<file path="src/common/mem_io_defs.svh">
// ==============================
// widths and address map of the memory/io wrapper
// included by the package, the rtl and the testbench
// ==============================

`ifndef MEM_IO_DEFS_SVH
`define MEM_IO_DEFS_SVH

// bus widths
`define MEM_IO_ADDR_W   32
`define MEM_IO_DATA_W   64
`define MEM_IO_STRB_W   8

// bram word address, 64 KiB per region
`define MEM_IO_BRAM_AW  13

// ==============================
// address windows, base plus offset mask
// ==============================
`define MEM_IO_MEM_BASE 32'h8000_0000
`define MEM_IO_MEM_MASK 32'h0000_FFFF
`define MEM_IO_IO_BASE  32'h8001_0000
`define MEM_IO_IO_MASK  32'h0000_003F

`endif

</file>
<file path="src/common/mem_io_pkg.sv">
// ==============================
// shared types: axi4-lite channels, bram port and state encodings
// ==============================

`default_nettype none

`include "mem_io_defs.svh"

package mem_io_pkg;

  typedef enum logic [1:0] {
    RESP_OKAY   = 2'b00,
    RESP_SLVERR = 2'b10,
    RESP_DECERR = 2'b11
  } axil_resp_e;

  // ==============================
  // axi4-lite channel payloads
  // ==============================
  typedef struct packed {
    logic [`MEM_IO_ADDR_W-1:0] addr;
  } axil_aw_t;

  typedef struct packed {
    logic [`MEM_IO_DATA_W-1:0] data;
    logic [`MEM_IO_STRB_W-1:0] strb;
  } axil_w_t;

  typedef struct packed {
    logic [`MEM_IO_ADDR_W-1:0] addr;
  } axil_ar_t;

  typedef struct packed {
    axil_resp_e resp;
  } axil_b_t;

  typedef struct packed {
    logic [`MEM_IO_DATA_W-1:0] data;
    axil_resp_e                resp;
  } axil_r_t;

  // bram request, rdata comes back one cycle later
  typedef struct packed {
    logic                       en;
    logic                       we;
    logic [`MEM_IO_BRAM_AW-1:0] addr;  // 64-bit word address
    logic [`MEM_IO_STRB_W-1:0]  wmask;
    logic [`MEM_IO_DATA_W-1:0]  wdata;
  } bram_req_t;

  typedef enum logic [1:0] {ROUTE_MEM, ROUTE_IO, ROUTE_NONE} route_e;

  typedef enum logic [1:0] {R_IDLE, R_WAIT_BRIDGE, R_DECERR_B, R_DECERR_R} router_state_e;

  typedef enum logic [2:0] {B_IDLE, B_WRITE, B_READ, B_RESP_B, B_RESP_R} bridge_state_e;

endpackage

`default_nettype wire

</file>
<file path="src/bram_bridge/axil_bram_bridge.sv">
// ==============================
// axi4-lite slave to single-port bram, one transaction at a time
// one instance per region behind the router
// ==============================

`default_nettype none

`include "mem_io_defs.svh"

module axil_bram_bridge import mem_io_pkg::*; (
  input  logic                      clk_i,
  input  logic                      arst_n_i,

  input  logic                      aw_valid_i,
  input  axil_aw_t                  aw_i,
  output logic                      aw_ready_o,

  input  logic                      w_valid_i,
  input  axil_w_t                   w_i,
  output logic                      w_ready_o,

  output logic                      b_valid_o,
  output axil_b_t                   b_o,
  input  logic                      b_ready_i,

  input  logic                      ar_valid_i,
  input  axil_ar_t                  ar_i,
  output logic                      ar_ready_o,

  output logic                      r_valid_o,
  output axil_r_t                   r_o,
  input  logic                      r_ready_i,

  output bram_req_t                 bram_o,
  input  logic [`MEM_IO_DATA_W-1:0] rdata_i
);

  localparam int ByteOffW = $clog2(`MEM_IO_STRB_W);

  bridge_state_e              state_q;
  logic                       rd_wait_q;  // read issued, data on rdata_i
  logic [`MEM_IO_BRAM_AW-1:0] addr_q;
  logic [`MEM_IO_STRB_W-1:0]  strb_q;
  logic [`MEM_IO_DATA_W-1:0]  wdata_q;
  logic [`MEM_IO_DATA_W-1:0]  rdata_q;

  logic idle;
  logic ar_fire;
  logic wr_fire;

  // ==============================
  // request acceptance
  // ==============================
  assign idle = (state_q == B_IDLE);

  // aw and w only as a pair, reads first
  assign ar_ready_o = idle && ar_valid_i;
  assign aw_ready_o = idle && !ar_valid_i && aw_valid_i && w_valid_i;
  assign w_ready_o  = aw_ready_o;

  assign ar_fire = ar_valid_i && ar_ready_o;
  assign wr_fire = aw_valid_i && w_valid_i && aw_ready_o;

  always_ff @(posedge clk_i or negedge arst_n_i) begin
    if (!arst_n_i) begin
      state_q   <= B_IDLE;
      rd_wait_q <= 1'b0;
    end else begin
      case (state_q)
        B_IDLE: begin
          if (ar_fire) begin
            state_q <= B_READ;
          end else if (wr_fire) begin
            state_q <= B_WRITE;
          end
        end
        B_WRITE: state_q <= B_RESP_B;
        B_READ: begin
          rd_wait_q <= !rd_wait_q;  // issue cycle, then capture cycle
          if (rd_wait_q) begin
            state_q <= B_RESP_R;
          end
        end
        B_RESP_B: begin
          if (b_ready_i) begin
            state_q <= B_IDLE;
          end
        end
        B_RESP_R: begin
          if (r_ready_i) begin
            state_q <= B_IDLE;
          end
        end
        default: state_q <= B_IDLE;
      endcase
    end
  end

  // window offset only, region test is done upstream
  always_ff @(posedge clk_i) begin
    if (ar_fire) begin
      addr_q <= ar_i.addr[ByteOffW +: `MEM_IO_BRAM_AW];
    end else if (wr_fire) begin
      addr_q  <= aw_i.addr[ByteOffW +: `MEM_IO_BRAM_AW];
      strb_q  <= w_i.strb;
      wdata_q <= w_i.data;
    end
    if (state_q == B_READ && rd_wait_q) begin
      rdata_q <= rdata_i;
    end
  end

  // ==============================
  // bram port and responses
  // ==============================
  assign bram_o.en    = (state_q == B_WRITE) || (state_q == B_READ && !rd_wait_q);
  assign bram_o.we    = (state_q == B_WRITE);
  assign bram_o.addr  = addr_q;
  assign bram_o.wmask = (state_q == B_WRITE) ? strb_q : '0;
  assign bram_o.wdata = wdata_q;

  assign b_valid_o = (state_q == B_RESP_B);
  assign b_o       = '{resp: RESP_OKAY};

  assign r_valid_o = (state_q == B_RESP_R);  // held until r_ready_i
  assign r_o       = '{data: rdata_q, resp: RESP_OKAY};

endmodule

`default_nettype wire

</file>
<file path="src/hw/axil_router.sv">
// ==============================
// host axi4-lite port to memory and io bridges, one transaction in flight
// unmapped addresses are answered here with DECERR
// ==============================

`default_nettype none

`include "mem_io_defs.svh"

module axil_router import mem_io_pkg::*; (
  input  logic     clk_i,
  input  logic     arst_n_i,

  input  logic     s_aw_valid_i,
  input  axil_aw_t s_aw_i,
  output logic     s_aw_ready_o,
  input  logic     s_w_valid_i,
  input  axil_w_t  s_w_i,
  output logic     s_w_ready_o,
  output logic     s_b_valid_o,
  output axil_b_t  s_b_o,
  input  logic     s_b_ready_i,
  input  logic     s_ar_valid_i,
  input  axil_ar_t s_ar_i,
  output logic     s_ar_ready_o,
  output logic     s_r_valid_o,
  output axil_r_t  s_r_o,
  input  logic     s_r_ready_i,

  output logic     mem_aw_valid_o,
  output axil_aw_t mem_aw_o,
  input  logic     mem_aw_ready_i,
  output logic     mem_w_valid_o,
  output axil_w_t  mem_w_o,
  input  logic     mem_w_ready_i,
  input  logic     mem_b_valid_i,
  input  axil_b_t  mem_b_i,
  output logic     mem_b_ready_o,
  output logic     mem_ar_valid_o,
  output axil_ar_t mem_ar_o,
  input  logic     mem_ar_ready_i,
  input  logic     mem_r_valid_i,
  input  axil_r_t  mem_r_i,
  output logic     mem_r_ready_o,

  output logic     io_aw_valid_o,
  output axil_aw_t io_aw_o,
  input  logic     io_aw_ready_i,
  output logic     io_w_valid_o,
  output axil_w_t  io_w_o,
  input  logic     io_w_ready_i,
  input  logic     io_b_valid_i,
  input  axil_b_t  io_b_i,
  output logic     io_b_ready_o,
  output logic     io_ar_valid_o,
  output axil_ar_t io_ar_o,
  input  logic     io_ar_ready_i,
  input  logic     io_r_valid_i,
  input  axil_r_t  io_r_i,
  output logic     io_r_ready_o
);

  router_state_e state_q;
  route_e        route_q;
  logic          wr_q;    // active transaction is a write
  logic          sent_q;  // bridge has taken the request
  logic          live_q;  // low until first edge after reset
  axil_aw_t      aw_q;
  axil_w_t       w_q;
  axil_ar_t      ar_q;

  route_e ar_route;
  route_e aw_route;
  logic   idle, ar_fire, wr_fire, fwd_fire, done;
  logic   wait_mem, wait_io;

  function automatic route_e decode(input logic [`MEM_IO_ADDR_W-1:0] addr);
    route_e route;
    route = ROUTE_NONE;
    if ((addr & ~`MEM_IO_MEM_MASK) == `MEM_IO_MEM_BASE)
      route = ROUTE_MEM;
    else if ((addr & ~`MEM_IO_IO_MASK) == `MEM_IO_IO_BASE)
      route = ROUTE_IO;
    return route;
  endfunction

  assign ar_route = decode(s_ar_i.addr);
  assign aw_route = decode(s_aw_i.addr);

  // ==============================
  // host acceptance
  // ==============================
  assign idle         = (state_q == R_IDLE) && live_q;
  assign s_ar_ready_o = idle;
  assign s_aw_ready_o = idle && !s_ar_valid_i && s_w_valid_i;  // read wins
  assign s_w_ready_o  = idle && !s_ar_valid_i && s_aw_valid_i;
  assign ar_fire      = s_ar_valid_i && s_ar_ready_o;
  assign wr_fire      = s_aw_valid_i && s_aw_ready_o;

  always_ff @(posedge clk_i) begin
    if (ar_fire) begin
      ar_q <= s_ar_i;
    end
    if (wr_fire) begin
      aw_q <= s_aw_i;
      w_q  <= s_w_i;
    end
  end

  // ==============================
  // forward path, one registered cycle
  // ==============================
  assign wait_mem = (state_q == R_WAIT_BRIDGE) && (route_q == ROUTE_MEM);
  assign wait_io  = (state_q == R_WAIT_BRIDGE) && (route_q == ROUTE_IO);

  assign mem_aw_valid_o = wait_mem && wr_q && !sent_q;
  assign mem_w_valid_o  = mem_aw_valid_o;
  assign mem_ar_valid_o = wait_mem && !wr_q && !sent_q;
  assign io_aw_valid_o  = wait_io && wr_q && !sent_q;
  assign io_w_valid_o   = io_aw_valid_o;
  assign io_ar_valid_o  = wait_io && !wr_q && !sent_q;

  assign mem_aw_o = aw_q;
  assign mem_w_o  = w_q;
  assign mem_ar_o = ar_q;
  assign io_aw_o  = aw_q;
  assign io_w_o   = w_q;
  assign io_ar_o  = ar_q;

  assign fwd_fire = (mem_aw_valid_o && mem_aw_ready_i && mem_w_ready_i)
                 || (mem_ar_valid_o && mem_ar_ready_i)
                 || (io_aw_valid_o && io_aw_ready_i && io_w_ready_i)
                 || (io_ar_valid_o && io_ar_ready_i);

  // ==============================
  // return path, combinational
  // ==============================
  assign s_b_valid_o = (state_q == R_DECERR_B)
                    || (wait_mem && wr_q && mem_b_valid_i)
                    || (wait_io && wr_q && io_b_valid_i);
  assign s_r_valid_o = (state_q == R_DECERR_R)
                    || (wait_mem && !wr_q && mem_r_valid_i)
                    || (wait_io && !wr_q && io_r_valid_i);

  assign s_b_o = wait_mem ? mem_b_i : wait_io ? io_b_i : '{resp: RESP_DECERR};
  assign s_r_o = wait_mem ? mem_r_i : wait_io ? io_r_i : '{data: '0, resp: RESP_DECERR};

  assign mem_b_ready_o = wait_mem && wr_q && s_b_ready_i;
  assign mem_r_ready_o = wait_mem && !wr_q && s_r_ready_i;
  assign io_b_ready_o  = wait_io && wr_q && s_b_ready_i;
  assign io_r_ready_o  = wait_io && !wr_q && s_r_ready_i;

  assign done = (s_b_valid_o && s_b_ready_i) || (s_r_valid_o && s_r_ready_i);

  always_ff @(posedge clk_i or negedge arst_n_i) begin
    if (!arst_n_i) begin
      state_q <= R_IDLE;
      route_q <= ROUTE_NONE;
      wr_q    <= 1'b0;
      sent_q  <= 1'b0;
      live_q  <= 1'b0;
    end else begin
      live_q <= 1'b1;
      case (state_q)
        R_IDLE: begin
          sent_q <= 1'b0;
          if (ar_fire) begin
            route_q <= ar_route;
            wr_q    <= 1'b0;
            state_q <= (ar_route == ROUTE_NONE) ? R_DECERR_R : R_WAIT_BRIDGE;
          end else if (wr_fire) begin
            route_q <= aw_route;
            wr_q    <= 1'b1;
            state_q <= (aw_route == ROUTE_NONE) ? R_DECERR_B : R_WAIT_BRIDGE;
          end
        end
        R_WAIT_BRIDGE: begin
          if (fwd_fire) begin
            sent_q <= 1'b1;
          end
          if (done) begin
            state_q <= R_IDLE;
          end
        end
        default: begin
          if (done) begin
            state_q <= R_IDLE;
          end
        end
      endcase
    end
  end

endmodule

`default_nettype wire

</file>
<file path="src/hw/mem_io_wrapper.sv">
// ==============================
// memory-side wrapper, host axi4-lite in, two bram ports out
// ==============================

`default_nettype none

`include "mem_io_defs.svh"

module mem_io_wrapper import mem_io_pkg::*; (
  input  logic                      clk_i,
  input  logic                      arst_n_i,

  input  logic                      s_aw_valid_i,
  input  axil_aw_t                  s_aw_i,
  output logic                      s_aw_ready_o,
  input  logic                      s_w_valid_i,
  input  axil_w_t                   s_w_i,
  output logic                      s_w_ready_o,
  output logic                      s_b_valid_o,
  output axil_b_t                   s_b_o,
  input  logic                      s_b_ready_i,
  input  logic                      s_ar_valid_i,
  input  axil_ar_t                  s_ar_i,
  output logic                      s_ar_ready_o,
  output logic                      s_r_valid_o,
  output axil_r_t                   s_r_o,
  input  logic                      s_r_ready_i,

  output bram_req_t                 mem_bram_o,
  input  logic [`MEM_IO_DATA_W-1:0] mem_rdata_i,
  output bram_req_t                 io_bram_o,
  input  logic [`MEM_IO_DATA_W-1:0] io_rdata_i
);

  // ==============================
  // router to bridge channels
  // ==============================
  logic     mem_aw_valid, mem_aw_ready, mem_w_valid, mem_w_ready, mem_b_valid, mem_b_ready;
  logic     mem_ar_valid, mem_ar_ready, mem_r_valid, mem_r_ready;
  axil_aw_t mem_aw;
  axil_w_t  mem_w;
  axil_b_t  mem_b;
  axil_ar_t mem_ar;
  axil_r_t  mem_r;

  logic     io_aw_valid, io_aw_ready, io_w_valid, io_w_ready, io_b_valid, io_b_ready;
  logic     io_ar_valid, io_ar_ready, io_r_valid, io_r_ready;
  axil_aw_t io_aw;
  axil_w_t  io_w;
  axil_b_t  io_b;
  axil_ar_t io_ar;
  axil_r_t  io_r;

  axil_router i_router (
    .clk_i, .arst_n_i,
    .s_aw_valid_i, .s_aw_i, .s_aw_ready_o,
    .s_w_valid_i, .s_w_i, .s_w_ready_o,
    .s_b_valid_o, .s_b_o, .s_b_ready_i,
    .s_ar_valid_i, .s_ar_i, .s_ar_ready_o,
    .s_r_valid_o, .s_r_o, .s_r_ready_i,
    .mem_aw_valid_o (mem_aw_valid), .mem_aw_o (mem_aw), .mem_aw_ready_i (mem_aw_ready),
    .mem_w_valid_o  (mem_w_valid),  .mem_w_o  (mem_w),  .mem_w_ready_i  (mem_w_ready),
    .mem_b_valid_i  (mem_b_valid),  .mem_b_i  (mem_b),  .mem_b_ready_o  (mem_b_ready),
    .mem_ar_valid_o (mem_ar_valid), .mem_ar_o (mem_ar), .mem_ar_ready_i (mem_ar_ready),
    .mem_r_valid_i  (mem_r_valid),  .mem_r_i  (mem_r),  .mem_r_ready_o  (mem_r_ready),
    .io_aw_valid_o  (io_aw_valid),  .io_aw_o  (io_aw),  .io_aw_ready_i  (io_aw_ready),
    .io_w_valid_o   (io_w_valid),   .io_w_o   (io_w),   .io_w_ready_i   (io_w_ready),
    .io_b_valid_i   (io_b_valid),   .io_b_i   (io_b),   .io_b_ready_o   (io_b_ready),
    .io_ar_valid_o  (io_ar_valid),  .io_ar_o  (io_ar),  .io_ar_ready_i  (io_ar_ready),
    .io_r_valid_i   (io_r_valid),   .io_r_i   (io_r),   .io_r_ready_o   (io_r_ready)
  );

  axil_bram_bridge i_mem_bridge (
    .clk_i, .arst_n_i,
    .aw_valid_i (mem_aw_valid), .aw_i (mem_aw), .aw_ready_o (mem_aw_ready),
    .w_valid_i  (mem_w_valid),  .w_i  (mem_w),  .w_ready_o  (mem_w_ready),
    .b_valid_o  (mem_b_valid),  .b_o  (mem_b),  .b_ready_i  (mem_b_ready),
    .ar_valid_i (mem_ar_valid), .ar_i (mem_ar), .ar_ready_o (mem_ar_ready),
    .r_valid_o  (mem_r_valid),  .r_o  (mem_r),  .r_ready_i  (mem_r_ready),
    .bram_o     (mem_bram_o),
    .rdata_i    (mem_rdata_i)
  );

  axil_bram_bridge i_io_bridge (
    .clk_i, .arst_n_i,
    .aw_valid_i (io_aw_valid), .aw_i (io_aw), .aw_ready_o (io_aw_ready),
    .w_valid_i  (io_w_valid),  .w_i  (io_w),  .w_ready_o  (io_w_ready),
    .b_valid_o  (io_b_valid),  .b_o  (io_b),  .b_ready_i  (io_b_ready),
    .ar_valid_i (io_ar_valid), .ar_i (io_ar), .ar_ready_o (io_ar_ready),
    .r_valid_o  (io_r_valid),  .r_o  (io_r),  .r_ready_i  (io_r_ready),
    .bram_o     (io_bram_o),
    .rdata_i    (io_rdata_i)
  );

endmodule

`default_nettype wire

</file>
<file path="config.mk">
export PLATFORM = sky130hd
export DESIGN_NAME = mem_io_wrapper
export DESIGN_NICKNAME = d
export VERILOG_FILES = /design/src/common/mem_io_pkg.sv /design/src/bram_bridge/axil_bram_bridge.sv /design/src/hw/axil_router.sv /design/src/hw/mem_io_wrapper.sv
export VERILOG_INCLUDE_DIRS = /design/src /design/src/common
export SDC_FILE = /design/constraint.sdc
export NUM_CORES = 1
export LEC_CHECK = 0
export BUFFER_PORTS_ARGS = -buffer_cell sky130_fd_sc_hd__buf_4
export CAP_MARGIN = 40
export CORE_AREA = 2 2 199 201
export CTS_BUF_LIST = sky130_fd_sc_hd__clkbuf_8
export DETAILED_ROUTE_END_ITERATION = 8
export DIE_AREA = 0 0 201 203
export HOLD_SLACK_MARGIN = 0.12
export PLACE_DENSITY = 0.62
export SETUP_SLACK_MARGIN = 0.1
export SKIP_LAST_GASP = 1
export SYNTH_ARGS = -nofsm -noshare
export SYNTH_HDL_FRONTEND = slang
export SYNTH_SLANG_ARGS = --single-unit
</file>
<file path="constraint.sdc">
create_clock -name clk_i -period 7 [get_ports clk_i]
set_input_delay 1.4 -clock clk_i [delete_from_list [all_inputs] [get_ports clk_i]]
set_output_delay 1.4 -clock clk_i [all_outputs]
set_load 0.005 [all_outputs]
</file>
==> out/metrics.csv, run 1 <==
stage,metric,value,unit
die,initial core utilization,37.4,%
yosys,syn_nets,990,
worst_setup_path,"Arr. time, crit path",2.84,ns
placement,Placer Congestion,0.836,
power,overall power,5.85,mW
sta,Slew Limit Headroom,44.4,%
clock_network,clock sink count,411,
sta,"Hold Vio Cnt, Final",0,
power,P_leak,7.92,nW
worst_hold_path,Worst Hold Launch,i_router.io_w_o[49],
routing,DRC viols,0,
global_routing,GR Overflow Total,0,
finish,Antenna Cells,0,
routing,drt first pass iters,5,
sta,setup tns final,0,ns
worst_setup_path,Worst EP required,5.60,ns
placement,dpl ws,3.35,ns
sta,worst slew pin tran,0.833,ns
global_routing,vias in the first global route,8938,
placement,hpwl dp,26.1,mm
finish,post-route cell area,0.0202,mm^2
sta,Achievable Freq,236,MHz
yosys,Yosys Warn Count,0,
clock_network,CTS Buf Count,70,
clock_network,cts-stage hold buffer count,0,
yosys,fraction of registers with async set/reset,3.65,%
sta,final slew viol count,0,
global_routing,initial antenna violation count,0,
yosys,Mapped Cells,719,
global_routing,global-route wire length before repair,53.3,mm
clock_network,CTS resizes,0,
placement,Placed Area,0.0189,mm^2
yosys,Yosys reg bits,411,
clock_network,H-tree lvl count,3,
placement,Port Buf Inserts,511,
die,Top Ports,518,
routing,routed vias,8459,
sta,Tcrit/Tclk final,60.6,%
die,core area,0.0385,mm^2
run_status,status,completed,
die,DIE WIDTH,201,um
worst_setup_path,"Max FO, Critical Path",46,
sta,Setup Viol. Count Final,0,
yosys,Cell variety after synth,54,
worst_setup_path,Crit. Startpoint,i_router.route_q[0],
finish,Layout area overhead,40.4,%
clock_network,number of setup buffers added after CTS,0,
clock_network,CTS tree,built,
sta,post-layout min period,4.24,ns
worst_setup_path,WS Path Type,flip-flop to output port,
yosys,post-synthesis sequential area ratio,85.2,%
sta,clock skew,0.0309,ns
die,die area,0.0408,mm^2
finish,Final Util,52.6,%
power,Pwr per Cell Area,289,mW/mm^2
power,Peak VDD IR,0.262,mV
worst_setup_path,Critical R2R Launch,i_router.route_q[0],
routing,via-per-instance ratio,4.57,
yosys,"Cell Area, Synth",0.0144,mm^2
run,number of maximum-capacitance violations,0,
routing,remaining antenna violation count,0,
clock_network,"Clk pin slew, worst setup/hold paths",0.06,ns
clock_network,root buffer cell,clkbuf_8,
sta,Setup WS post-layout,2.76,ns
die,die height,203,um
yosys,Post-synth EDFFs,396,
finish,Nets,1560,
global_routing,largest net degree at the start of global routing,72,
worst_setup_path,crit start category,flip-flop,
sta,RSZ-0062 raised after global routing,no,
routing,final wirelength,36.8,mm
worst_hold_path,Tightest Hold Check Type,flip-flop to flip-flop,
clock_network,Clock Path Buffers,3,
routing,drt initial violations,426,
clock_network,clk_lat worst skew,0.60,ns
yosys,Mean Syn Cell Area,20.0,um^2
die,std cell rows,72,
finish,fraction of layout cells with a size suffix above 1,49.2,%
yosys,Post-synth top flop,edfxtp_1,
worst_setup_path,crit path capture type,output port,
global_routing,GRT Util Overall,17.6,%
routing,Avg WL per Cell,19.9,um
[Yosys cell counts, types with 2 or more instances]
| cell type | count | share of area [%] |
|---|---|---|
| edfxtp_1 | 396 | 83 |
| nor2_1 | 75 | 2.0 |
| mux2i_1 | 66 | 4.6 |
| mux2_2 | 26 | 2.0 |
| and2_1 | 14 | 0.61 |
| dfrtp_1 | 14 | 2.4 |
| clkbuf_1 | 13 | 0.34 |
| and3_1 | 10 | 0.43 |
| inv_1 | 9 | 0.23 |
| a31oi_1 | 8 | 0.35 |
| nor4_1 | 8 | 0.35 |
| nor3_1 | 6 | 0.21 |
| a21oi_1 | 5 | 0.17 |
| buf_2 | 5 | 0.17 |
| nand3_1 | 4 | 0.14 |
| buf_4 | 3 | 0.16 |
| nor3b_1 | 3 | 0.16 |
| nor4b_1 | 3 | 0.18 |
| o21a_1 | 3 | 0.16 |
| o21ai_0 | 3 | 0.10 |
| o41ai_1 | 3 | 0.18 |
| a2111oi_0 | 2 | 0.12 |
| buf_1 | 2 | 0.052 |
| buf_6 | 2 | 0.16 |
| inv_2 | 2 | 0.052 |
| nand2_1 | 2 | 0.052 |
| nand2_2 | 2 | 0.087 |
| nand4_1 | 2 | 0.087 |
| or3b_2 | 2 | 0.12 |
| xor2_1 | 2 | 0.12 |
[per-stage QoR]
stage | hold slack (ns) | cells
2_1_floorplan | 0.421 | 719
3_3_place_gp | 0.422 | 1729
3_5_place_dp | 0.430 | 1735
4_1_cts | 0.436 | 1851
5_1_grt | 0.446 | 1851
6_report | 0.437 | 1851
[report_power, final]
part           switching, mW  internal [mW]  total (mW)
combinational          0.386          0.405       0.791
sequential             0.160           2.91        3.07
clock                  0.925           1.06        1.98
[metal layers]
metal	share of wire [%]	global-route usage, %	wire length (um)	vias up
met5	0	0	0	-
met4	3.7	9.31	1370	0
met3	8.6	5.75	3160	75
met2	51	30.2	18900	383
met1	36	19.6	13300	4067
li1	-	-	-	3934
[layout make-up]
type	count	area, um^2
clock buffer	71	977
clock inverter	45	299
fill	3164	18200
inverter	11	41.3
multi-input combinational	272	1980
sequential	411	12300
tap	518	648
timing repair buffer	523	4010
[flip-flops by register name (all words and copies together), names as in the netlist]
name and flops:
i_io_bridge.addr_q 13, i_io_bridge.rd_wait_q 1, i_io_bridge.rdata_q 64, i_io_bridge.state_q 3, i_io_bridge.strb_q 8, i_io_bridge.wdata_q 64
i_mem_bridge.addr_q 13, i_mem_bridge.rd_wait_q 1, i_mem_bridge.rdata_q 64, i_mem_bridge.state_q 3, i_mem_bridge.strb_q 8, i_mem_bridge.wdata_q 64
i_router.io_ar_o 13, i_router.io_aw_o 13, i_router.io_w_o 72, i_router.live_q 1, i_router.route_q 2, i_router.sent_q 1
i_router.state_q 2, i_router.wr_q 1
[worst max-delay path, cell delays in order (launching register included)]
cell	delay, ns
dfrtp_4	0.91
buf_4	0.56
mux2i_1	0.44
nor2_1	0.09
buf_4	0.17
[layout by cell type, fill, tap and decap left out, drive strengths merged, types with 4 or more instances in the layout]
cell	instances
a31oi	8
and2	15
clkbuf	71
nor4b	4
nand2	4
edfxtp	396
nor3	6
dfrtp	14
inv	33
clkinvlp	6
and3	10
nand3	4
a21oi	5
mux2i	66
clkinv	14
buf	523
mux2	26
nor4	8
nor2	75
[kinds of logic after synthesis]
| kind of cell | count (synthesis) | share of synthesized area [%] |
|---|---|---|
| AND/OR/NAND/NOR | 145 | 5.33 |
| flip-flops | 411 | 85.2 |
| XOR/XNOR | 2 | 0.122 |
| AO/OA/AOI/OAI | 32 | 1.56 |
| buffers and inverters | 36 | 1.16 |
| other | 1 | 0.0260 |
| multiplexers | 92 | 6.62 |
[path summary, 6_finish.rpt]
check | depth (start not counted) | slack (ns) | endpoint
min in group asynchronous | 1 | 0.65 | i_mem_bridge.rd_wait_q
worst max register to register | 4 | 4.01 | i_mem_bridge.wdata_q[36]
worst max-delay path | 4 | 2.76 | s_r_o[10]
worst min register to register | 0 | 0.44 | i_io_bridge.wdata_q[41]
worst min-delay path | 0 | 0.44 | i_io_bridge.wdata_q[41]
max in group asynchronous | 1 | 6.10 | i_router.route_q[1]
(Power assumes the default switching activity.)
==> run 2: changes to the inputs <==
Settings changed: ABC_AREA set to 1.
Clock period 7 ns to 4.25 ns, I/O delays scaled along.
==> out/metrics.csv, run 2 <==
stage,metric,value,unit
run_status,status,completed,
worst_setup_path,max incr delay on CP,0.56,ns
placement,Placer Congestion,0.808,
global_routing,GR Overflow Total,0,
finish,Largest register FFs,72,
die,std cell rows,72,
yosys,Yosys reg bits,411,
yosys,"Cell Area, Synth",0.0144,mm^2
clock_network,clk_lat worst skew,0.61,ns
die,Top Ports,518,
finish,"commonest non-fill, non-tap cell in the layout",buf_4,
worst_setup_path,critical path's most frequent cell,buf_4,
routing,Avg WL per Cell,19.4,um
clock_network,H-tree lvl count,3,
die,core area,0.0385,mm^2
global_routing,initial antenna violation count,1,
global_routing,largest net degree at the start of global routing,75,
finish,fraction of layout cells with a size suffix above 1,45.1,%
placement,hpwl dp,26.9,mm
clock_network,cts-stage hold buffer count,1,
sta,setup tns final,0,ns
sta,final slew viol count,0,
finish,Nets,1662,
die,DIE WIDTH,201,um
worst_setup_path,Critical path buffers and inverters,3,
yosys,Mapped Cells,814,
routing,DRC viols,0,
yosys,syn_nets,1085,
worst_setup_path,CP cell instances,"inv_2, nand2_2, nor2_4, buf_4, a22o_1, buf_4",
power,overall power,8.93,mW
yosys,post-synth top area share,82.3,%
routing,remaining antenna violation count,0,
yosys,fraction of registers with async set/reset,3.65,%
clock_network,CTS tree,built,
sta,RSZ-0062 raised after global routing,no,
yosys,most frequent cell after synthesis,edfxtp_1,
die,die height,203,um
finish,post-route cell area,0.0203,mm^2
placement,Port Buf Inserts,511,
die,die area,0.0408,mm^2
power,Peak VDD IR,0.270,mV
finish,most frequent cells in the layout,"buf_4 (520), edfxtp_1 (396), inv_1 (105), nand2_1 (89), clkbuf_8 (72)",
sta,worst slew pin tran,0.771,ns
power,P_leak,8.25,nW
worst_setup_path,crit start category,flip-flop,
power,Pwr per Cell Area,441,mW/mm^2
sta,Setup Viol. Count Final,0,
worst_setup_path,critical path's slowest cell,nor2_4,
clock_network,Clock Path Buffers,3,
clock_network,number of setup buffers added after CTS,0,
routing,drt first pass iters,7,
sta,post-layout min period,3.39,ns
worst_setup_path,Crit. Startpoint,i_router.state_q[1],
yosys,Post-synth top flop,edfxtp_1,
worst_setup_path,Worst EP required,3.40,ns
worst_setup_path,critical path depth,6,
sta,Fin Hold WS,0.415,ns
worst_setup_path,"Arr. time, crit path",2.54,ns
placement,Placed Area,0.0190,mm^2
sta,"Hold Vio Cnt, Final",0,
global_routing,GRT Util Overall,18.4,%
sta,Slew Limit Headroom,48.5,%
routing,via-per-instance ratio,4.53,
yosys,Synth area leaders,"edfxtp_1 (82%), a22o_1 (3.9%), dfrtp_1 (2.4%)",
routing,routed vias,8892,
worst_setup_path,WS Path Type,flip-flop to output port,
die,initial core utilization,37.6,%
clock_network,clock sink count,411,
clock_network,root buffer cell,clkbuf_8,
yosys,Post-synth EDFFs,396,
yosys,Synth area leader,edfxtp_1,
sta,clock skew,0.0271,ns
yosys,synth cell count leaders,"edfxtp_1 (396), nand2_1 (89), inv_1 (86)",
worst_hold_path,Worst Hold Launch,mem_rdata_i[5],
routing,final wirelength,38.2,mm
clock_network,CTS resizes,0,
worst_hold_path,hold path cells,1,
yosys,Yosys Warn Count,0,
routing,drt initial violations,418,
global_routing,global-route wire length before repair,55.8,mm
clock_network,"Clk pin slew, worst setup/hold paths",0.06,ns
clock_network,CTS Buf Count,71,
yosys,post-synthesis sequential area ratio,84.9,%
worst_setup_path,"Max FO, Critical Path",27,
finish,Layout area overhead,40.2,%
worst_setup_path,crit path capture type,output port,
run,number of maximum-capacitance violations,0,
sta,Achievable Freq,295,MHz
worst_setup_path,Critical R2R Launch,i_router.state_q[1],
yosys,Cell variety after synth,33,
worst_hold_path,Tightest Hold Check Type,input port to flip-flop,
worst_setup_path,R2R depth,6,
yosys,Mean Syn Cell Area,17.7,um^2
sta,Tcrit/Tclk final,79.8,%
worst_setup_path,cell family with most CP delay,buffers and inverters,
global_routing,vias in the first global route,9364,
==> run 2: kinds of logic after synthesis <==
| logic type | synth area share (%) |
|---|---|
| flip-flops | 84.9 |
| AO/OA/AOI/OAI | 5.70 |
| buffers and inverters | 3.61 |
| other | 0.0260 |
| AND/OR/NAND/NOR | 5.75 |
==> run 2: final cells by class <==
cell class	count	area, um^2
multi-input cells	291	1710
inverters	91	342
repair buffers	525	3990
clock buffers	72	991
clock inverters	54	302
diodes	1	2.50
flip-flops and latches	411	12300
well taps	518	648
fillers	3212	18200
==> run 2: worst register-to-register path: cells and delay by family (launching register included) <==
kind                   cells  cell delay (ns)
and+or+nand+nor            4             1.13
buffers and inverters      2             0.45
DFF                        1             0.43
==> run 2: final timing paths <==
| check | end | slack [ns] |
|---|---|---|
| setup reg to reg | i_mem_bridge.wdata_q[32] | 1.76 |
| hold / removal | i_mem_bridge.rdata_q[5] | 0.41 |
| hold reg to reg | i_io_bridge.wdata_q[10] | 0.44 |
| min in group asynchronous | i_router.sent_q | 0.70 |
| setup / recovery | s_r_o[34] | 0.86 |
| max in group asynchronous | i_router.route_q[1] | 3.28 |
==> run 2: power breakdown <==
group / switching, mW / internal (mW)
logic: 0.484 / 0.394
clock network: 1.58 / 1.71
registers: 0.0798 / 4.67
==> run 2: per-stage QoR <==
step           worst slack, ns  instances  util (%)
6_report                 0.857       1963      52.7
5_1_grt                  0.701       1963      52.7
2_1_floorplan            0.381        814         -
3_3_place_gp              1.49       1834      49.2
3_5_place_dp              1.46       1835      49.3
4_1_cts                  0.771       1962      52.7
==> run 2: layer usage <==
layer | routed length (um) | share of wire [%] | global-route usage (%)
met3 | 4420 | 12 | 8.64
met2 | 18200 | 48 | 29.7
met4 | 1350 | 3.5 | 9.21
met5 | 0 | 0 | 0
met1 | 14200 | 37 | 20.5
